### src/iob_pkg.sv
package iob_pkg;

	typedef logic [7:0]  byte_t;     // one link byte
	typedef logic [15:0] word_t;     // bus address / data
	typedef logic [3:0]  nb_t;       // block number
	typedef logic [3:0]  cmd_code_t;

	// request codes (host -> bridge, or bridge -> host for S/F)
	localparam cmd_code_t CMD_PA  = 4'd0;
	localparam cmd_code_t CMD_W   = 4'd2;
	localparam cmd_code_t CMD_R   = 4'd3;
	localparam cmd_code_t CMD_S   = 4'd4;
	localparam cmd_code_t CMD_F   = 4'd5;
	localparam cmd_code_t CMD_IN  = 4'd6;
	localparam cmd_code_t CMD_CPD = 4'd8;
	localparam cmd_code_t CMD_CPR = 4'd9;
	localparam cmd_code_t CMD_CPF = 4'd10;
	// response codes
	localparam cmd_code_t CMD_EN  = 4'd1;
	localparam cmd_code_t CMD_OK  = 4'd2;
	localparam cmd_code_t CMD_PE  = 4'd3;

	localparam int MSG_MAX = 6; // longest message in bytes

	typedef struct packed {
		logic      req;  // request flag, bit 7 of cmd byte
		cmd_code_t code;
		logic      pn;   // a1 bit 4
		nb_t       nb;   // a1 bits 3..0
		word_t     ad;
		word_t     dt;
	} msg_t;

	typedef struct packed {
		logic  dpa, dw, dr, din, dok, den, dpe;
		logic  dpn;
		nb_t   dnb;
		word_t dad;
		word_t ddt;
	} bus_drv_t;

	typedef struct packed {
		logic  rs, rf, rok, rpe;
		logic  rpn;
		nb_t   rnb;
		word_t rad;
		word_t rdt;
	} bus_rcv_t;

	typedef struct packed {
		word_t keys;
		nb_t   rotary_out;
		logic  rotary_trig;
		nb_t   fn;
		logic  fn_v;
		logic  fn_trig;
		logic  keys_trig;
	} cp_out_t;

	// bytes in a message, cmd byte included
	function automatic logic [2:0] msg_len(input logic req, input cmd_code_t code);
		if (req) begin
			case (code)
				CMD_PA, CMD_W, CMD_R, CMD_IN, CMD_S, CMD_F: return 3'd6;
				CMD_CPD:          return 3'd3; // cmd, keys hi, keys lo
				CMD_CPR, CMD_CPF: return 3'd2; // cmd, a1
				default:          return 3'd1;
			endcase
		end
		return (code == CMD_OK) ? 3'd6 : 3'd1; // EN, PE and unknown are bare
	endfunction

endpackage

### src/msg_rx.sv
module msg_rx (
	input  logic           clk_sys,
	input  logic           rst_n,
	input  iob_pkg::byte_t rx_byte,
	input  logic           rx_valid,
	input  logic           rx_release,
	output logic           rx_credit,
	output iob_pkg::msg_t  rx_msg,
	output logic           rx_msg_valid
);
	import iob_pkg::*;

	logic [2:0] idx;      // position of next byte in message
	logic [2:0] len_q;    // length of message being assembled / held
	logic [2:0] len_now;
	logic [2:0] ret_cnt;  // credits still to hand back
	logic       take;
	logic       last;
	logic       is_cpd;

	// first byte decides the length, later bytes use the latched one
	assign len_now = (idx == 3'd0) ? msg_len(rx_byte[7], rx_byte[3:0]) : len_q;
	assign last    = (idx == len_now - 3'd1);
	assign take    = rx_valid && !rx_msg_valid && (ret_cnt == 3'd0);
	assign is_cpd  = rx_msg.req && (rx_msg.code == CMD_CPD); // keys follow cmd directly

	assign rx_credit = (ret_cnt != 3'd0);

	always_ff @(posedge clk_sys or negedge rst_n) begin
		if (!rst_n) begin
			idx          <= '0;
			len_q        <= '0;
			ret_cnt      <= '0;
			rx_msg_valid <= 1'b0;
		end else begin
			if (take) begin
				if (idx == 3'd0)
					len_q <= len_now;
				if (last) begin
					idx          <= '0;
					rx_msg_valid <= 1'b1; // held until released
				end else begin
					idx <= idx + 3'd1;
				end
			end
			if (rx_release) begin
				rx_msg_valid <= 1'b0;
				ret_cnt      <= len_q; // one credit per byte freed
			end else if (ret_cnt != 3'd0) begin
				ret_cnt <= ret_cnt - 3'd1;
			end
		end
	end

	// byte steering into msg fields
	always_ff @(posedge clk_sys) begin
		if (take) begin
			case (idx)
				3'd0: begin
					rx_msg.req  <= rx_byte[7];
					rx_msg.code <= rx_byte[3:0];
				end
				3'd1: begin
					if (is_cpd) begin
						rx_msg.dt[15:8] <= rx_byte;
					end else begin
						rx_msg.pn <= rx_byte[4];
						rx_msg.nb <= rx_byte[3:0];
					end
				end
				3'd2: begin
					if (is_cpd)
						rx_msg.dt[7:0] <= rx_byte;
					else
						rx_msg.ad[15:8] <= rx_byte;
				end
				3'd3: rx_msg.ad[7:0]  <= rx_byte;
				3'd4: rx_msg.dt[15:8] <= rx_byte;
				3'd5: rx_msg.dt[7:0]  <= rx_byte;
				default: ;
			endcase
		end
	end

	// host must wait for its credits, buffer holds one message only
	a_no_overrun: assert property (@(posedge clk_sys) disable iff (!rst_n)
		rx_valid |-> (!rx_msg_valid && ret_cnt == 3'd0));

endmodule

### src/msg_tx.sv
module msg_tx #(
	parameter int TX_CREDITS = 4
) (
	input  logic           clk_sys,
	input  logic           rst_n,
	input  iob_pkg::msg_t  tx_msg,
	input  logic           tx_send,
	input  logic           tx_credit,
	output logic           tx_busy,
	output iob_pkg::byte_t tx_byte,
	output logic           tx_valid
);
	import iob_pkg::*;

	localparam int CW = $clog2(TX_CREDITS + 1);

	msg_t       msg_q;
	logic [2:0] idx;     // next byte to go out
	logic [2:0] len_q;
	logic [CW-1:0] cnt;  // bytes the host can still take
	logic       can_send;

	assign can_send = tx_busy && (idx != len_q) && (cnt != '0);

	always_ff @(posedge clk_sys or negedge rst_n) begin
		if (!rst_n) begin
			tx_busy  <= 1'b0;
			tx_valid <= 1'b0;
			idx      <= '0;
			len_q    <= '0;
			cnt      <= CW'(TX_CREDITS);
		end else begin
			tx_valid <= can_send;
			if (tx_send) begin
				tx_busy <= 1'b1;
				idx     <= '0;
				len_q   <= msg_len(tx_msg.req, tx_msg.code);
			end else if (can_send) begin
				idx <= idx + 3'd1;
			end else if (tx_busy && idx == len_q) begin
				tx_busy <= 1'b0; // last byte went out last cycle
			end
			case ({can_send, tx_credit})
				2'b10:   cnt <= cnt - 1'b1;
				2'b01:   cnt <= cnt + 1'b1;
				default: ; // spent and returned together
			endcase
		end
	end

	always_ff @(posedge clk_sys) begin
		if (tx_send)
			msg_q <= tx_msg;
		if (can_send) begin
			case (idx)
				3'd0:    tx_byte <= {msg_q.req, 3'b000, msg_q.code};
				3'd1:    tx_byte <= {3'b000, msg_q.pn, msg_q.nb};
				3'd2:    tx_byte <= msg_q.ad[15:8];
				3'd3:    tx_byte <= msg_q.ad[7:0];
				3'd4:    tx_byte <= msg_q.dt[15:8];
				default: tx_byte <= msg_q.dt[7:0];
			endcase
		end
	end

	// host gives back no more credit than bytes it was sent
	a_credit_bound: assert property (@(posedge clk_sys) disable iff (!rst_n)
		tx_credit |-> (cnt < CW'(TX_CREDITS)));
	a_send_idle: assert property (@(posedge clk_sys) disable iff (!rst_n)
		tx_send |-> !tx_busy);

endmodule

### src/iob_ctrl.sv
module iob_ctrl (
	input  logic             clk_sys,
	input  logic             rst_n,
	input  iob_pkg::msg_t    rx_msg,
	input  logic             rx_msg_valid,
	input  logic             tx_busy,
	input  iob_pkg::bus_rcv_t rcv,
	input  logic             zw,
	output logic             rx_release,
	output iob_pkg::msg_t    tx_msg,
	output logic             tx_send,
	output logic             cp_load,
	output iob_pkg::bus_drv_t bus,
	output logic             zg
);
	import iob_pkg::*;

	typedef enum logic [3:0] {
		S_IDLE,
		S_GRANT,   // zg up, waiting for zw
		S_STROBE,  // request on the bus, waiting for rok/rpe
		S_PA,      // single dpa cycle
		S_TXW,     // response going to host
		S_BWAIT,   // S/F sent, waiting for host answer
		S_BHOLD,   // answer on bus until rs/rf drop
		S_CP,      // panel load
		S_REL      // release cycle, msg_rx drops valid
	} state_t;

	state_t state;
	logic   host_bus;  // host request for the bus
	logic   host_cp;   // host panel command
	logic   bus_req;   // request from the system bus

	assign host_bus = rx_msg.req && (rx_msg.code == CMD_PA || rx_msg.code == CMD_W ||
		rx_msg.code == CMD_R || rx_msg.code == CMD_IN);
	assign host_cp  = rx_msg.req && (rx_msg.code == CMD_CPD || rx_msg.code == CMD_CPR ||
		rx_msg.code == CMD_CPF);
	assign bus_req  = (rcv.rs || rcv.rf) && !rcv.rad[15]; // upper half is not ours

	always_ff @(posedge clk_sys or negedge rst_n) begin
		if (!rst_n) begin
			state      <= S_IDLE;
			zg         <= 1'b0;
			bus        <= '0;
			tx_send    <= 1'b0;
			cp_load    <= 1'b0;
			rx_release <= 1'b0;
		end else begin
			tx_send    <= 1'b0; // pulses
			cp_load    <= 1'b0;
			rx_release <= 1'b0;
			case (state)
				S_IDLE: begin
					if (rx_msg_valid) begin // host first, bus side waits on rs/rf
						if (host_bus) begin
							zg    <= 1'b1;
							state <= S_GRANT;
						end else if (host_cp) begin
							cp_load <= 1'b1;
							state   <= S_CP;
						end else begin
							rx_release <= 1'b1; // stray response, drop it
							state      <= S_REL;
						end
					end else if (bus_req) begin
						tx_msg  <= '{req: 1'b1, code: rcv.rs ? CMD_S : CMD_F, pn: rcv.rpn,
							nb: rcv.rnb, ad: rcv.rad, dt: rcv.rdt};
						tx_send <= 1'b1;
						state   <= S_BWAIT;
					end
				end
				S_GRANT: begin
					if (zw) begin
						bus.dpn <= rx_msg.pn;
						bus.dnb <= rx_msg.nb;
						bus.dad <= rx_msg.ad;
						bus.ddt <= rx_msg.dt;
						bus.dpa <= (rx_msg.code == CMD_PA);
						bus.dw  <= (rx_msg.code == CMD_W);
						bus.dr  <= (rx_msg.code == CMD_R);
						bus.din <= (rx_msg.code == CMD_IN);
						state   <= (rx_msg.code == CMD_PA) ? S_PA : S_STROBE;
					end
				end
				S_PA: begin // interrupt needs no answer
					bus        <= '0;
					zg         <= 1'b0;
					rx_release <= 1'b1;
					state      <= S_REL;
				end
				S_STROBE: begin
					if (rcv.rok || rcv.rpe) begin
						bus     <= '0;
						tx_msg  <= '{req: 1'b0, code: rcv.rok ? CMD_OK : CMD_PE, pn: rcv.rpn,
							nb: rcv.rnb, ad: rcv.rad, dt: rcv.rdt};
						tx_send <= 1'b1;
						state   <= S_TXW;
					end
				end
				S_TXW: begin
					// busy rises a cycle after the send pulse
					if (!tx_send && !tx_busy) begin
						zg         <= 1'b0;
						rx_release <= 1'b1;
						state      <= S_REL;
					end
				end
				S_BWAIT: begin
					if (rx_msg_valid && !rx_msg.req) begin // host request here just waits
						bus.den <= (rx_msg.code == CMD_EN);
						bus.dpe <= (rx_msg.code == CMD_PE);
						if (rx_msg.code == CMD_OK) begin
							bus.dok <= 1'b1;
							bus.dpn <= rx_msg.pn;
							bus.dnb <= rx_msg.nb;
							bus.dad <= rx_msg.ad;
							bus.ddt <= rx_msg.dt;
						end
						state <= S_BHOLD;
					end
				end
				S_BHOLD: begin
					if (!rcv.rs && !rcv.rf) begin
						bus        <= '0;
						rx_release <= 1'b1;
						state      <= S_REL;
					end
				end
				S_CP: begin // cp_port took the message
					rx_release <= 1'b1;
					state      <= S_REL;
				end
				default: state <= S_IDLE; // S_REL
			endcase
		end
	end

	a_one_strobe: assert property (@(posedge clk_sys) disable iff (!rst_n)
		$onehot0({bus.dw, bus.dr, bus.din, bus.dpa, bus.dok, bus.den, bus.dpe}));

endmodule

### src/cp_port.sv
module cp_port (
	input  logic             clk_sys,
	input  logic             rst_n,
	input  iob_pkg::msg_t    rx_msg,
	input  logic             cp_load,
	output iob_pkg::cp_out_t cp
);
	import iob_pkg::*;

	always_ff @(posedge clk_sys or negedge rst_n) begin
		if (!rst_n) begin
			cp <= '0;
		end else begin
			cp.keys_trig   <= 1'b0; // triggers last one cycle
			cp.rotary_trig <= 1'b0;
			cp.fn_trig     <= 1'b0;
			if (cp_load) begin
				case (rx_msg.code)
					CMD_CPD: begin
						cp.keys      <= rx_msg.dt;
						cp.keys_trig <= 1'b1;
					end
					CMD_CPR: begin
						cp.rotary_out  <= rx_msg.nb;
						cp.rotary_trig <= 1'b1;
					end
					CMD_CPF: begin
						cp.fn      <= rx_msg.nb;
						cp.fn_v    <= rx_msg.pn; // pn bit carries fn valid
						cp.fn_trig <= 1'b1;
					end
					default: ;
				endcase
			end
		end
	end

endmodule

### src/iobus.sv
module iobus #(
	parameter int TX_CREDITS = 4
) (
	input  logic              clk_sys,
	input  logic              rst_n,
	input  iob_pkg::byte_t    rx_byte,
	input  logic              rx_valid,
	output logic              rx_credit,
	output iob_pkg::byte_t    tx_byte,
	output logic              tx_valid,
	input  logic              tx_credit,
	output iob_pkg::bus_drv_t bus,
	input  iob_pkg::bus_rcv_t rcv,
	output logic              zg,
	input  logic              zw,
	output iob_pkg::cp_out_t  cp
);
	import iob_pkg::*;

	msg_t rx_msg;        // held host message
	logic rx_msg_valid;
	logic rx_release;
	msg_t tx_msg;        // outgoing S/F/OK/PE
	logic tx_send;
	logic tx_busy;
	logic cp_load;

	msg_rx u_rx (
		.clk_sys, .rst_n, .rx_byte, .rx_valid, .rx_release,
		.rx_credit, .rx_msg, .rx_msg_valid
	);

	msg_tx #(.TX_CREDITS(TX_CREDITS)) u_tx (
		.clk_sys, .rst_n, .tx_msg, .tx_send, .tx_credit,
		.tx_busy, .tx_byte, .tx_valid
	);

	iob_ctrl u_ctrl (
		.clk_sys, .rst_n, .rx_msg, .rx_msg_valid, .tx_busy, .rcv, .zw,
		.rx_release, .tx_msg, .tx_send, .cp_load, .bus, .zg
	);

	cp_port u_cp (
		.clk_sys, .rst_n, .rx_msg, .cp_load, .cp
	);

endmodule

### config.mk
export PLATFORM = sky130hd
export DESIGN_NAME = iobus
export DESIGN_NICKNAME = d
export VERILOG_FILES = /design/src/iob_pkg.sv /design/src/msg_rx.sv /design/src/msg_tx.sv /design/src/iob_ctrl.sv /design/src/cp_port.sv /design/src/iobus.sv
export SDC_FILE = /design/constraint.sdc
export NUM_CORES = 1
export LEC_CHECK = 0
export BUFFER_PORTS_ARGS = -buffer_cell sky130_fd_sc_hd__buf_2
export CAP_MARGIN = 20
export CORE_ASPECT_RATIO = 0.75
export CORE_MARGIN = 10
export CORE_UTILIZATION = 50
export DETAILED_ROUTE_END_ITERATION = 12
export PLACE_DENSITY_LB_ADDON = 0.1
export SYNTH_ARGS = -nofsm -noshare
export SYNTH_HDL_FRONTEND = slang
export SYNTH_SLANG_ARGS = --single-unit
### constraint.sdc
create_clock -name clk_sys -period 6.8 [get_ports clk_sys]
set_clock_uncertainty 0.15 [all_clocks]
set_input_delay 1.02 -clock clk_sys [delete_from_list [all_inputs] [get_ports clk_sys]]
set_output_delay 1.02 -clock clk_sys [all_outputs]
set_load 0.005 [all_outputs]
# ---- Word level (Yosys, flattened, before mapping)
# Memories as Yosys holds them, arrays and structs flattened. A register that Yosys moved wholly into a read port is not among the register bits.
# Cells that the tools add are included.
dict set report totals {
  regBits 235
  mem_bits_ro 96
  inputBits 54
  output_inout_bits 83
  elab_cells 247
  memories 2
}
dict set report classes {
  add_sub_neg 6
  eq_ne 44
  n_mux 76
  n_bitwise 1
  n_reduce_logical 65
}
# memory words word_bits read_ports rd_ports_with_merged_regs write_ports line_no
set memory_table {}
lappend memory_table {{(no name shown)} 16 3 1 0 0 iob_pkg.sv:63} ;# case (code)
lappend memory_table {{(no name shown)} 16 3 1 1 0 iob_pkg.sv:63}
# operator count
set ops {}
lappend ops {{$pmux W37 S5} 1}
lappend ops {{$mux W42} 3}
lappend ops {{$mux W44} 2}
lappend ops {{$pmux W42 S2} 1}
lappend ops {{$mux W37} 2}
lappend ops {{$mux W4} 11}
lappend ops {{$mux W40} 1}
lappend ops {{$pmux W8 S5} 1}
lappend ops {{$mux W3} 12}
lappend ops {{$pmux W8 S2} 2}
lappend ops {{$mux W1} 30}
lappend ops {{$pmux W4 S7} 1}
lappend ops {{$eq A4 B2 Y1 const B} 6}
lappend ops {{$eq A4 B3 Y1 const B} 5}
lappend ops {{$ne A2 B1 Y1 const B} 10}
lappend ops {{$reduce_bool A2 Y1} 9}
lappend ops {{$mux W8} 2}
lappend ops {{$pmux W4 S4} 1}
lappend ops {{$reduce_and A2 Y1} 7}
lappend ops {{$eq A3 B2 Y1 const B} 4}
lappend ops {{$eq A4 B4 Y1 const B} 3}
lappend ops {{$logic_and A1 B1 Y1} 12}
lappend ops {{$pmux W3 S4} 1}
lappend ops {{$reduce_and A3 Y1} 4}
lappend ops {{28 further kinds} 61}

# ---- Logic depth before layout (Yosys ltp)
# Gate-level depths: netlist (run 1).
dict set report logic_depth {
  depth_word 9
  depth_mapped 13
  depth_no_buf 13
}

# ---- Hierarchy
# Synthesis (run 1) repeated with hierarchy kept, for this count alone.
dict set report hier_totals {
  hier_cells 678
  area_unflattened_um2 9429.0
}
# mod n_inst cells_per_inst area_each_um2 seq_area_each_um2
set modules_own_cells {}
lappend modules_own_cells {iob_ctrl 1 317 3694.8 2502.4}
lappend modules_own_cells {msg_tx 1 151 2469.9 1778.0}
lappend modules_own_cells {msg_rx 1 148 2169.6 1511.4}
lappend modules_own_cells {cp_port 1 62 1094.8 700.7}

# ---- Least setup slack after synthesis (run 1)
# OpenSTA, ideal clock, no wires.
dict set report synth_path {
  path_kind {input port to flip-flop}
  from {input rx_byte[3]}
  to {register u_rx.idx[1]}
  arrival_time_ns 3.167
  required_ns 6.556
  path_slack_ns 3.389
  stages 10
  path_cell_list {buf_6 -> or4b_1 -> o32ai_2 -> or2_1 -> ha_1 -> xor2_1 -> o21ai_0 -> nor3_1 -> a211oi_1 -> a211oi_1}
}
dict set report synth_via {
  elab_chain_cells 7
}
# element line_no
set synth_rtl {}
lappend synth_rtl {{from (decl)} iobus.sv:6} ;# input iob_pkg::byte_t rx_byte,
lappend synth_rtl {{$mem_v2 Z16 W3 / $eq A4 B2 Y1 (equally long branches)} --}
lappend synth_rtl {{$mux W3, on equally long branches} {iob_pkg.sv:62, iob_pkg.sv:70}}
lappend synth_rtl {{$mux W3 (*)} iob_pkg.sv:70} ;# return (code == CMD_OK) ? 3'd6 : 3'd1;
lappend synth_rtl {{$mux W3 (*)} msg_rx.sv:22} ;# assign len_now = (idx == 3'd0) ? msg_len(rx_byte[7], rx_byte[3:0]) : len_q;
lappend synth_rtl {{$sub A3 B1 Y3 (*)} msg_rx.sv:23} ;# assign last = (idx == len_now - 3'd1);
lappend synth_rtl {{$eq A3 B3 Y1 (*)} msg_rx.sv:23}
lappend synth_rtl {{$mux W3 (*)} msg_rx.sv:39} ;# if (last) begin
lappend synth_rtl {{to (signal assigned)} msg_rx.sv:43} ;# idx <= idx + 3'd1;
lappend synth_rtl {{to (decl)} msg_rx.sv:13} ;# logic [2:0] idx;
# Every way passes the cells marked *; elsewhere a longest branch is shown, timed or not. The select of a mux whose other input is x is not followed.
# A chain may end at the register's enable or synchronous reset.

# ---- Worst setup path in the final report (run 1)
dict set report layout_path {
  from {register u_rx.idx[1]}
  to {register u_rx.idx[1]}
}
dict set report layout_via {
  elab_chain_cells 5
}
# element line_no
set layout_rtl {}
lappend layout_rtl {{$logic_not A3 Y1} msg_rx.sv:22}
lappend layout_rtl {{$mux W3} msg_rx.sv:22}
lappend layout_rtl {{$sub A3 B1 Y3} msg_rx.sv:23}
lappend layout_rtl {{$eq A3 B3 Y1} msg_rx.sv:23}
lappend layout_rtl {{$mux W3 (*)} msg_rx.sv:39}
# Every way passes the cells marked *; elsewhere a longest branch is shown, timed or not.

==> impl_metrics.prom, run 1 <==
# TYPE chip_impl_metric gauge
chip_impl_metric{name="slew_violations",unit=""} 0
chip_impl_metric{name="wp_data_required",unit="ns"} 7.04
chip_impl_metric{name="syn_area",unit="µm²"} 9440
chip_impl_metric{name="drt_wl_total",unit="mm"} 20.6
chip_impl_info{name="mostFrequentLayoutCells",value="buf_2 (135), edfxtp_1 (130), dfrtp_1 (98)"} 1
chip_impl_metric{name="cp_max_fo",unit=""} 5
chip_impl_info{name="end_kind",value="flip-flop"} 1
chip_impl_metric{name="total_power",unit="mW"} 4.81
chip_impl_metric{name="globalRouteTotalUtil",unit="%"} 16.1
chip_impl_metric{name="post_synth.cell_area_avg",unit="µm²"} 13.9
chip_impl_metric{name="ctsHtreeMaxLevel",unit=""} 1
chip_impl_metric{name="synth.lib_cells_used.distinct",unit=""} 67
chip_impl_metric{name="p_int",unit="mW"} 3.23
chip_impl_metric{name="power.sequential.fraction",unit="%"} 45.2
chip_impl_metric{name="globalRouteOverflowTotal",unit=""} 0
chip_impl_info{name="min_path_type",value="reg2reg"} 1
chip_impl_info{name="yosys.area.top_type",value="edfxtp_1"} 1
chip_impl_metric{name="design.portCount",unit=""} 137
chip_impl_metric{name="start_util",unit="%"} 51.0
chip_impl_metric{name="tritoncts.num_buffers",unit=""} 23
chip_impl_info{name="critical_path_class",value="reg2reg"} 1
chip_impl_metric{name="route.antenna.remaining_nets",unit=""} 0
chip_impl_metric{name="worst-endpoint-arrival",unit="ns"} 3.63
chip_impl_metric{name="routabilityCongestion",unit=""} 0.824
chip_impl_metric{name="detailedRoute.firstPassIterationCount",unit=""} 5
chip_impl_metric{name="half_perimeter_wire_length_of_the_detailed_placement_result",unit="mm"} 14.5
chip_impl_metric{name="largest_net_degree_at_the_start_of_global_routing",unit=""} 55
chip_impl_metric{name="maxSlewHeadroom",unit="%"} 30.8
chip_impl_metric{name="clk-insertion-delay-late",unit="ns"} 0.50
chip_impl_metric{name="number_of_antenna_violations_at_the_first_check_in_global_routing",unit=""} 0
chip_impl_metric{name="synth_warnings",unit=""} 0
chip_impl_metric{name="irDropWorstVdd",unit="V"} 0.000250
chip_impl_info{name="post_synth_main_area_contributors",value="edfxtp_1 (41%), dfrtp_1 (26%), mux2i_1 (4.2%)"} 1
chip_impl_info{name="mostFrequentLayoutCell",value="buf_2"} 1
chip_impl_metric{name="clock_sinks",unit=""} 232
chip_impl_metric{name="met2RoutedLength",unit="mm"} 9.08
chip_impl_metric{name="drt_iter0_markers",unit=""} 542
chip_impl_metric{name="syn2layout_area_growth",unit="%"} 17.2
chip_impl_metric{name="post-route-util",unit="%"} 59.8
chip_impl_metric{name="drc",unit=""} 0
chip_impl_metric{name="leakagePower",unit="nW"} 4.82
chip_impl_metric{name="cts_buffer_depth",unit=""} 3
chip_impl_metric{name="routed_via_density",unit=""} 5.26
chip_impl_info{name="grt_setup_unrepaired",value="no"} 1
chip_impl_metric{name="p_per_area",unit="nW/µm²"} 435
chip_impl_metric{name="vias_in_the_first_global_route",unit=""} 5825
chip_impl_metric{name="dpl.cell_count",unit=""} 1040
chip_impl_metric{name="p_switching",unit="mW"} 1.58
chip_impl_metric{name="synth_top_area_share",unit="%"} 41.4
chip_impl_metric{name="die_width",unit="µm"} 179
chip_impl_metric{name="setup_viol",unit=""} 0
chip_impl_metric{name="swShare",unit="%"} 32.8
chip_impl_metric{name="layout.filler_cells",unit=""} 1536
chip_impl_info{name="outcome",value="finished, final reports clean"} 1
chip_impl_metric{name="layout-drive-gt1-share",unit="%"} 26.6
chip_impl_metric{name="clock.fmax",unit="GHz"} 0.295
chip_impl_metric{name="antennaDiodeCount",unit=""} 0
chip_impl_metric{name="post-route-period-util",unit="%"} 49.9
chip_impl_metric{name="grt_pass1_wl",unit="mm"} 32.2
chip_impl_metric{name="synth_enable_flop_cells",unit=""} 130
chip_impl_metric{name="max_slew.worst_pin.slew",unit="ns"} 1.04
chip_impl_metric{name="synth_nets",unit=""} 751
chip_impl_metric{name="synthesis.instances",unit=""} 677
chip_impl_info{name="element_type_at_the_critical_path_start",value="flip-flop"} 1
chip_impl_metric{name="synth_sequential_area_ratio",unit="%"} 68.3
chip_impl_metric{name="portBuffers",unit=""} 136
chip_impl_metric{name="clock_input_transition_at_the_sequential_cells_of_the_worst_setup_and_hold_paths",unit="ns"} 0.06
chip_impl_metric{name="finalNetCount",unit=""} 893
chip_impl_metric{name="ff_latch_count_synth",unit=""} 232
chip_impl_metric{name="die_h",unit="µm"} 139
chip_impl_metric{name="route.layer.met1.wl",unit="mm"} 9.80
chip_impl_metric{name="cap_violations",unit=""} 0
chip_impl_metric{name="detailroute.wirelength.met3",unit="mm"} 1.40
chip_impl_metric{name="core",unit="µm²"} 18500
chip_impl_metric{name="cts.hold.buffers_added",unit=""} 0
chip_impl_metric{name="pwr-share-clk",unit="%"} 26.1
chip_impl_info{name="synthFlopType",value="edfxtp_1"} 1
chip_impl_metric{name="asyncSetResetFlopFracSynth",unit="%"} 43.1
chip_impl_metric{name="cts_resized",unit=""} 0
chip_impl_info{name="topRoutingLayerUsed",value="met4"} 1
chip_impl_metric{name="setup_fix_bufs_post_cts",unit=""} 0
chip_impl_metric{name="layout_min_cycle_time",unit="ns"} 3.39
chip_impl_info{name="clk_root_buffer_cell",value="clkbuf_16"} 1
chip_impl_metric{name="num_vias",unit=""} 5690
chip_impl_metric{name="hold_viol_final",unit=""} 0
chip_impl_metric{name="final-instance-count-excl-fill",unit=""} 1082
chip_impl_metric{name="wire_per_inst",unit="µm"} 19.0
chip_impl_metric{name="row_count",unit=""} 43
chip_impl_metric{name="share_comb_of_total_power",unit="%"} 28.7
chip_impl_metric{name="floorplan.die_area",unit="µm²"} 24800
chip_impl_metric{name="final.setup.tns",unit="ns"} 0
chip_impl_info{name="cts_tree",value="built"} 1
chip_impl_metric{name="fin_worst_hold_slack",unit="ns"} 0.261
==> layer usage <==
metal  global-route usage, %  vias up
met2                    24.4      180
met4                    2.87        0
met3                    3.78       29
li1                        -     2697
met5                       0        -
met1                    23.3     2784
==> sequential cells by signal (all words and copies together), names as in the netlist, 2 cells and up, named ones only <==
| name | count |
|---|---|
| u_cp.cp | 28 |
| u_tx.msg_q | 40 |
| u_ctrl.tx_msg | 40 |
| u_rx.rx_msg | 42 |
| u_tx.len_q | 2 |
| u_rx.ret_cnt | 3 |
| u_ctrl.state | 4 |
| u_tx.idx | 3 |
| u_ctrl.bus | 44 |
| u_rx.len_q | 3 |
| u_tx.tx_byte | 8 |
| u_rx.idx | 3 |
| u_tx.cnt | 3 |
==> cell type report <==
class / count / area [µm²] / share of cell area, %
Sequential cell: 232 / 6450 / 58.3
Multi-Input combinational cell: 357 / 2600 / 23.5
Timing Repair Buffer: 142 / 728 / 6.58
Clock buffer: 28 / 604 / 5.46
Tap cell: 247 / 309 / 2.79
Inverter: 63 / 236 / 2.14
Clock inverter: 13 / 139 / 1.26
==> power groups by stage <==
stage / Combinational (mW) / Sequential [mW] / Clock, mW
2_1_floorplan: 1.03 / 2.10 / 0
3_3_place_gp: 1.35 / 2.18 / 0
3_5_place_dp: 1.39 / 2.20 / 0
4_1_cts: 1.40 / 2.18 / 1.28
5_1_grt: 1.56 / 2.22 / 1.34
6_report: 1.38 / 2.18 / 1.26
==> worst paths after layout <==
path | from | to | slack [ns] | cells after the start
worst max-delay path | u_rx.idx[1] | u_rx.idx[1] | 3.41 | 11
worst min-delay path | u_ctrl.tx_msg[28] | u_tx.msg_q[28] | 0.26 | 0
worst max register to register | u_rx.idx[1] | u_rx.idx[1] | 3.41 | 11
worst min register to register | u_ctrl.tx_msg[28] | u_tx.msg_q[28] | 0.26 | 0
max in group asynchronous | rst_n | u_ctrl.tx_send | 4.88 | 2
min in group asynchronous | rst_n | u_rx.len_q[2] | 0.40 | 1
==> logic make-up (layout without fill, tap and decap cells) <==
| kind of cell | Yosys count | count (layout) | synth area share (%) |
|---|---|---|---|
| buf+inv | 88 | 246 | 4.28 |
| fa+ha+maj | 21 | 21 | 2.84 |
| simple gates | 161 | 161 | 8.51 |
| compound gates | 92 | 92 | 6.91 |
| xor+xnor | 9 | 9 | 0.835 |
| mux | 74 | 74 | 8.30 |
| flops | 232 | 232 | 68.3 |
==> synth_stat cells (all sizes together), types with 2 or more instances <==
library cell and n:
edfxtp 130, dfrtp 99, nand2 70, inv 63, mux2i 40, mux2 34, nor2 26, a21oi 20
o21ai 20, ha 19, clkbuf 17, nand3 12, nand2b 10, nor3 9, buf 8, nor2b 8
o31ai 7, nor3b 6, xnor2 6, a211oi 5, a31oi 5, nor4b 5, o22ai 5, a222oi 4
and2 4, a22oi 3, a32oi 3, nand4bb 3, o41ai 3, xor2 3, dfxtp 2, o21ba 2
o311ai 2, or2 2, or4b 2
==> critical path: stages, from the launching register on <==
cell	delay, ns
dfrtp_1	0.45
inv_1	0.17
ha_1	0.24
or4b_1	0.47
o32ai_2	0.29
or2_1	0.15
ha_1	0.15
xor2_1	0.23
o21ai_0	0.17
nor3_1	0.39
a211oi_1	0.14
a211oi_1	0.28
==> per-stage QoR <==
step	setup slack, ns	area [µm²]
floorplan	3.39	9440
global placement	3.17	10300
detailed placement	2.94	10300
CTS	3.44	11100
global route	3.22	11100
finish	3.41	11100
Power figures use the tool's default switching activity.
==> inputs of run 2 (changes only) <==
- clock period: 6.8 -> 3.5 ns (I/O delays scaled with it)
==> run 2 against run 1 <==
  * Critical path depth did not move
  * Utilization rose by 0.60 points
  * Final cell count rose by 0.74%
  * Clock-buffer cell count rose by 1
  * Clock power rose by 100%
  * Global-route usage barely moved
  * Cell area rose by 1.0%
  * Sequential share of layout area fell by 0.58 points
  * Hold slack got worse by 0.22 ns
  * Total power rose by 96%
  * Die area did not move
  * Flip-flop and latch count did not move
  * Largest power group unchanged
  * Highest routed layer unchanged
==> impl_metrics.prom, run 2 (synthesized netlist as in run 1, its figures left out) <==
# TYPE chip_impl_metric gauge
chip_impl_metric{name="ctsHtreeMaxLevel",unit=""} 1
chip_impl_info{name="largest_reg_by_ff_count",value="u_ctrl.bus"} 1
chip_impl_metric{name="depth_of_the_worst_register_to_register_path",unit=""} 11
chip_impl_metric{name="whs_path_depth",unit=""} 1
chip_impl_metric{name="clk-insertion-delay-late",unit="ns"} 0.51
chip_impl_info{name="element_type_at_the_critical_path_start",value="flip-flop"} 1
chip_impl_info{name="mostFrequentLayoutCell",value="buf_2"} 1
chip_impl_metric{name="irDropWorstVdd",unit="V"} 0.000502
chip_impl_metric{name="finalNetCount",unit=""} 900
chip_impl_metric{name="p_per_area",unit="nW/µm²"} 846
chip_impl_metric{name="cts_buffer_depth",unit=""} 3
chip_impl_metric{name="portBuffers",unit=""} 136
chip_impl_info{name="cts_tree",value="built"} 1
chip_impl_metric{name="design.portCount",unit=""} 137
chip_impl_metric{name="leakagePower",unit="nW"} 4.88
chip_impl_info{name="grt_setup_unrepaired",value="no"} 1
chip_impl_metric{name="setup_viol",unit=""} 0
chip_impl_metric{name="row_count",unit=""} 43
chip_impl_metric{name="post-route-period-util",unit="%"} 88.8
chip_impl_metric{name="tritoncts.num_buffers",unit=""} 24
chip_impl_metric{name="drt_iter0_markers",unit=""} 548
chip_impl_info{name="end_kind",value="flip-flop"} 1
chip_impl_metric{name="drt_wl_total",unit="mm"} 20.4
chip_impl_metric{name="cap_violations",unit=""} 0
chip_impl_metric{name="start_util",unit="%"} 51.0
chip_impl_metric{name="route.antenna.remaining_nets",unit=""} 0
chip_impl_metric{name="cpPeakStageDelay",unit="ns"} 0.46
chip_impl_metric{name="slew_violations",unit=""} 0
chip_impl_metric{name="drc",unit=""} 0
chip_impl_info{name="critical_path_class",value="reg2reg"} 1
chip_impl_info{name="outcome",value="finished, final reports clean"} 1
chip_impl_metric{name="total_power",unit="mW"} 9.45
chip_impl_metric{name="antennaDiodeCount",unit=""} 0
chip_impl_metric{name="routed_via_density",unit=""} 5.31
chip_impl_metric{name="detailedRoute.firstPassIterationCount",unit=""} 5
chip_impl_info{name="top_regs",value="u_ctrl.bus (44), u_rx.rx_msg (42)"} 1
chip_impl_metric{name="hold_viol_final",unit=""} 0
chip_impl_metric{name="clock_input_transition_at_the_sequential_cells_of_the_worst_setup_and_hold_paths",unit="ns"} 0.06
chip_impl_metric{name="largest_net_degree_at_the_start_of_global_routing",unit=""} 67
chip_impl_metric{name="grt_pass1_wl",unit="mm"} 32.3
chip_impl_info{name="clk_root_buffer_cell",value="clkbuf_16"} 1
chip_impl_metric{name="half_perimeter_wire_length_of_the_detailed_placement_result",unit="mm"} 14.5
chip_impl_metric{name="syn2layout_area_growth",unit="%"} 18.4
chip_impl_metric{name="wp_data_required",unit="ns"} 3.76
chip_impl_metric{name="layout.filler_cells",unit=""} 1505
chip_impl_metric{name="die_width",unit="µm"} 179
chip_impl_info{name="cell_class_contributing_the_biggest_share_of_worst_path_delay",value="simple AND/OR/NAND/NOR gates"} 1
chip_impl_metric{name="num_vias",unit=""} 5793
chip_impl_metric{name="largest_register_ff_count",unit=""} 44
chip_impl_metric{name="path_buf_inv",unit=""} 1
chip_impl_metric{name="final.setup.tns",unit="ns"} 0
chip_impl_metric{name="globalRouteOverflowTotal",unit=""} 0
chip_impl_info{name="min_path_type",value="in2reg"} 1
chip_impl_metric{name="cp_max_fo",unit=""} 5
chip_impl_info{name="cp_slowest_cell",value="or4b_1"} 1
chip_impl_metric{name="layout-drive-gt1-share",unit="%"} 27.3
chip_impl_info{name="path_cells",value="inv_1 > ha_1 > or4b_1 > o32ai_2 > or2_1 > ha_1 > xor2_1 > o21ai_0 > nor3_2 > a211oi_1 > a211oi_1"} 1
chip_impl_metric{name="vias_in_the_first_global_route",unit=""} 5963
chip_impl_metric{name="max_slew.worst_pin.slew",unit="ns"} 1.04
chip_impl_metric{name="die_h",unit="µm"} 139
chip_impl_metric{name="maxSlewHeadroom",unit="%"} 30.6
chip_impl_metric{name="clock.fmax",unit="GHz"} 0.322
chip_impl_metric{name="wire_per_inst",unit="µm"} 18.7
chip_impl_info{name="mostFrequentLayoutCells",value="buf_2 (135), edfxtp_1 (130), dfrtp_1 (98)"} 1
chip_impl_metric{name="layout_min_cycle_time",unit="ns"} 3.11
chip_impl_metric{name="floorplan.die_area",unit="µm²"} 24800
chip_impl_metric{name="routabilityCongestion",unit=""} 0.854
chip_impl_metric{name="worst-endpoint-arrival",unit="ns"} 3.37
chip_impl_metric{name="core",unit="µm²"} 18500
chip_impl_metric{name="worst-path-stages",unit=""} 11
chip_impl_metric{name="number_of_antenna_violations_at_the_first_check_in_global_routing",unit=""} 0
chip_impl_metric{name="clock_sinks",unit=""} 232
chip_impl_metric{name="globalRouteTotalUtil",unit="%"} 16.1
[run 2: cell count changes in the layout (fill, tap and decap cells not counted), sizes merged]
| cell | previous run | this run |
|---|---|---|
| inv | 64 | 63 |
| dlygate4sd3 | 0 | 1 |
| clkbuf | 28 | 29 |
| clkinv | 9 | 11 |
| buf | 142 | 147 |
[run 2: path summary, 6_finish.rpt]
path,start,to,slack (ns)
hold / removal,rcv[5],u_ctrl.tx_msg[5],0.04
setup / recovery,u_rx.idx[1],u_rx.idx[1],0.39
setup reg to reg,u_rx.idx[1],u_rx.idx[1],0.39
max in group asynchronous,rst_n,u_ctrl.bus[25],1.45
hold reg to reg,u_ctrl.tx_msg[14],u_tx.msg_q[14],0.27
min in group asynchronous,rst_n,u_rx.len_q[2],0.48
[run 2: metrics by stage]
step | cells | setup WS, ns | instance area, µm² | hold WS [ns] | utilization (%)
3_5_place_dp | 1045 | 0.169 | 10400 | 0.255 | 56.0
4_1_cts | 1089 | 0.260 | 11200 | 0.0132 | 60.3
2_1_floorplan | 677 | 0.584 | 9440 | 0.0794 | -
3_3_place_gp | 1045 | 0.308 | 10400 | 0.252 | 56.0
5_1_grt | 1090 | 0.104 | 11200 | 0.0160 | 60.4
6_report | 1090 | 0.393 | 11200 | 0.0367 | 60.4
[run 2: area by class of cell]
| type | count | area (µm²) | area share (%) |
|---|---|---|---|
| Tap cell | 247 | 309 | 2.77 |
| Clock inverter | 14 | 150 | 1.34 |
| Multi-Input combinational cell | 357 | 2600 | 23.3 |
| Sequential cell | 232 | 6450 | 57.7 |
| Timing Repair Buffer | 148 | 788 | 7.05 |
| Clock buffer | 29 | 639 | 5.72 |
| Inverter | 63 | 236 | 2.12 |
[run 2: power by group]
| group | total (mW) | switching, mW | internal, mW |
|---|---|---|---|
| sequential | 4.22 | 0.539 | 3.68 |
| clock | 2.52 | 0.997 | 1.52 |
| combinational | 2.71 | 1.53 | 1.18 |
[run 2: worst register-to-register path, cell delays in order, from the launching register on]
cell and delay (ns):
dfrtp_1 0.43, inv_1 0.14, ha_1 0.22, or4b_1 0.46
o32ai_2 0.30, or2_1 0.15, ha_1 0.15, xor2_1 0.22
o21ai_0 0.18, nor3_2 0.26, a211oi_1 0.11, a211oi_1 0.24
[run 2: timing repair]
item / 4_1_cts / 5_1_grt
resized for setup: 0 / 1
setup buffers: 0 / 0
setup endpoints to repair: 0 / 1
hold buffers: 1 / 0
hold endpoints to repair: 33 / 0
[run 2: per-layer routing]
metal	vias up	GRT usage, %	routed length (µm)
li1	2724	-	-
met1	2878	23.3	9570
met2	161	24.2	9120
met3	30	3.73	1320
met4	0	3.56	352
met5	-	0	0
==> inputs of run 3 (changes only) <==
- CORE_UTILIZATION: 50 -> 45
==> run 3 against run 2 <==
  * Combinational power grew 4%
  * Clock-buffer cell count grew 4
  * Via count shrank 0.86%
  * Sequential share of layout area shrank 0.24 points
  * Maximum frequency shrank 0.96%
  * Total power shrank 0.30%
  * Hold slack gained 0.0018 ns
  * First-iteration DRC count shrank 9.9%
  * Flip-flop and latch count is the same
==> impl_metrics.prom, run 3 (synthesized netlist as in run 1, its figures left out) <==
# TYPE chip_impl_metric gauge
chip_impl_info{name="outcome",value="finished, final reports clean"} 1
chip_impl_metric{name="row_count",unit=""} 45
chip_impl_metric{name="grt_pass1_wl",unit="mm"} 33.7
chip_impl_metric{name="final.setup.tns",unit="ns"} 0
chip_impl_metric{name="layout.filler_cells",unit=""} 1720
chip_impl_metric{name="routabilityCongestion",unit=""} 0.808
chip_impl_metric{name="die_width",unit="µm"} 187
chip_impl_metric{name="clock_sinks",unit=""} 232
chip_impl_info{name="largest_reg_by_ff_count",value="u_ctrl.bus"} 1
chip_impl_metric{name="globalRouteTotalUtil",unit="%"} 15.3
chip_impl_metric{name="globalRouteOverflowTotal",unit=""} 0
chip_impl_info{name="end_kind",value="flip-flop"} 1
chip_impl_metric{name="layout-drive-gt1-share",unit="%"} 27.5
chip_impl_metric{name="cap_violations",unit=""} 0
chip_impl_info{name="top_regs",value="u_ctrl.bus (44), u_rx.rx_msg (42)"} 1
chip_impl_metric{name="p_per_area",unit="nW/µm²"} 840
chip_impl_metric{name="number_of_antenna_violations_at_the_first_check_in_global_routing",unit=""} 0
chip_impl_metric{name="depth_of_the_worst_register_to_register_path",unit=""} 11
chip_impl_metric{name="layout_min_cycle_time",unit="ns"} 3.14
chip_impl_metric{name="drt_wl_total",unit="mm"} 21.0
chip_impl_metric{name="hold_viol_final",unit=""} 0
chip_impl_metric{name="whs_path_depth",unit=""} 1
chip_impl_metric{name="p_int",unit="mW"} 6.32
chip_impl_metric{name="cp_max_fo",unit=""} 6
chip_impl_metric{name="syn2layout_area_growth",unit="%"} 18.9
chip_impl_info{name="critical_path_class",value="reg2reg"} 1
chip_impl_metric{name="worst-endpoint-arrival",unit="ns"} 3.40
chip_impl_info{name="crit-reg2reg-launch",value="u_rx.idx[0]"} 1
chip_impl_metric{name="wp_data_required",unit="ns"} 3.76
chip_impl_metric{name="clock_input_transition_at_the_sequential_cells_of_the_worst_setup_and_hold_paths",unit="ns"} 0.06
chip_impl_info{name="grt_setup_unrepaired",value="no"} 1
chip_impl_metric{name="tritoncts.num_buffers",unit=""} 24
chip_impl_metric{name="multi_input_logic_area",unit="µm²"} 2610
chip_impl_info{name="mostFrequentLayoutCells",value="buf_2 (135), edfxtp_1 (130), dfrtp_1 (99)"} 1
chip_impl_metric{name="route.antenna.remaining_nets",unit=""} 0
chip_impl_metric{name="core",unit="µm²"} 20400
chip_impl_metric{name="routed_via_density",unit=""} 5.09
chip_impl_metric{name="largest_register_ff_count",unit=""} 44
chip_impl_metric{name="swShare",unit="%"} 32.9
chip_impl_metric{name="finalNetCount",unit=""} 902
chip_impl_metric{name="p_switching",unit="mW"} 3.10
chip_impl_info{name="element_type_at_the_critical_path_start",value="flip-flop"} 1
chip_impl_metric{name="clock.fmax",unit="GHz"} 0.319
chip_impl_metric{name="post-route-period-util",unit="%"} 89.6
chip_impl_metric{name="num_vias",unit=""} 5743
chip_impl_info{name="hold_path.startpoint",value="rcv[5]"} 1
chip_impl_metric{name="detailedRoute.firstPassIterationCount",unit=""} 5
chip_impl_metric{name="power.sequential.fraction",unit="%"} 43.8
chip_impl_info{name="mostFrequentLayoutCell",value="buf_2"} 1
chip_impl_metric{name="setup_viol",unit=""} 0
chip_impl_metric{name="die_h",unit="µm"} 145
chip_impl_metric{name="leakagePower",unit="nW"} 4.87
chip_impl_info{name="cts_tree",value="built"} 1
chip_impl_metric{name="maxSlewHeadroom",unit="%"} 43.3
chip_impl_metric{name="drc",unit=""} 0
chip_impl_metric{name="setup.reg_to_reg.worst_slack",unit="ns"} 0.36
chip_impl_info{name="min_path_type",value="in2reg"} 1
chip_impl_metric{name="clk-insertion-delay-late",unit="ns"} 0.51
chip_impl_metric{name="half_perimeter_wire_length_of_the_detailed_placement_result",unit="mm"} 14.9
chip_impl_info{name="critical_path.reg2reg.endpoint",value="u_rx.idx[1]"} 1
chip_impl_metric{name="drt_iter0_markers",unit=""} 494
chip_impl_metric{name="largest_net_degree_at_the_start_of_global_routing",unit=""} 66
chip_impl_metric{name="irDropWorstVdd",unit="V"} 0.000347
chip_impl_info{name="min_delay_worst_endpoint",value="u_ctrl.tx_msg[5]"} 1
chip_impl_metric{name="floorplan.die_area",unit="µm²"} 27200
chip_impl_metric{name="design.portCount",unit=""} 137
chip_impl_metric{name="max_slew.worst_pin.slew",unit="ns"} 0.851
chip_impl_metric{name="vias_in_the_first_global_route",unit=""} 6050
chip_impl_metric{name="antennaDiodeCount",unit=""} 0
chip_impl_metric{name="slew_violations",unit=""} 0
chip_impl_metric{name="wire_per_inst",unit="µm"} 18.7
chip_impl_metric{name="cts_buffer_depth",unit=""} 3
chip_impl_info{name="clk_root_buffer_cell",value="clkbuf_16"} 1
chip_impl_metric{name="setup_fix_bufs_post_cts",unit=""} 0
chip_impl_metric{name="register_area",unit="µm²"} 6450
chip_impl_metric{name="total_power",unit="mW"} 9.42
chip_impl_metric{name="share_comb_of_total_power",unit="%"} 30.1
chip_impl_metric{name="ctsHtreeMaxLevel",unit=""} 1
chip_impl_metric{name="portBuffers",unit=""} 136
chip_impl_metric{name="start_util",unit="%"} 46.2
chip_impl_metric{name="pwr-share-clk",unit="%"} 26.2
[run 3: cell count changes in the layout (fill, tap and decap cells not counted), sizes merged]
cell / delta
clkbuf: +4
clkinv: -4
buf: +2
bufinv: -2
clkinvlp: +2
inv: +1
[run 3: repair_timing]
action | in CTS | in global routing
endpoints found under the setup margin | 0 | 1
hold buffers | 1 | 0
hold endpoints to repair | 34 | 0
gates resized for setup | 0 | 2
[run 3: power by group through the flow]
stage	logic [mW]	clock network [mW]	registers [mW]
after floorplan	2.00	0	4.08
after global placement	2.74	0	4.15
after detailed placement	2.85	0	4.17
after CTS	2.86	2.53	4.12
after global routing	3.20	2.65	4.21
final	2.83	2.46	4.12
[run 3: critical path, cell delays in order (launching register included)]
cell      delay, ns
dfrtp_1        0.45
inv_1          0.13
ha_1           0.21
or4b_1         0.47
o32ai_2        0.31
or2_1          0.16
ha_1           0.15
xor2_1         0.22
o21ai_0        0.17
nor3_2         0.26
a211oi_1       0.11
a211oi_1       0.25
[run 3: stage by stage]
step	instance area, µm²	cells	hold WS, ns	util [%]	setup slack [ns]
6_report	11200	1128	0.0385	54.9	0.363
5_1_grt	11200	1128	0.0182	54.9	0.0717
4_1_cts	11200	1127	0.0201	54.8	0.249
3_5_place_dp	10400	1082	0.255	51.0	0.175
3_3_place_gp	10400	1082	0.253	51.0	0.324
2_1_floorplan	9440	677	0.0794	-	0.584
[run 3: final cells by class]
class / count / area share (%)
Clock inverter: 11 / 0.781
Tap cell: 282 / 3.15
Sequential cell: 232 / 57.5
Clock buffer: 33 / 6.11
Multi-Input combinational cell: 357 / 23.2
Inverter: 63 / 2.11
Timing Repair Buffer: 150 / 7.16
[run 3: worst max path at each step]
| stage | start | cells after the start | slack [ns] | endpoint |
|---|---|---|---|---|
| 5_1_grt | u_rx.idx[1] | 11 | 0.07 | u_rx.idx[1] |
| 3_3_place_gp | rx_byte[1] | 14 | 0.32 | u_rx.idx[1] |
| 3_5_place_dp | rx_byte[1] | 14 | 0.17 | u_rx.idx[1] |
| 4_1_cts | u_rx.idx[0] | 11 | 0.25 | u_rx.idx[1] |
| 2_1_floorplan | rx_byte[3] | 10 | 0.58 | u_rx.idx[1] |
| 6_report | u_rx.idx[0] | 11 | 0.36 | u_rx.idx[1] |
[run 3: metal layers]
layer | vias to the layer above | track usage (%) | routed length [µm]
li1 | 2727 | - | -
met5 | - | 0 | 0
met1 | 2830 | 21.8 | 10100
met2 | 153 | 23.5 | 9420
met4 | 0 | 3.54 | 386
met3 | 33 | 3.35 | 1140
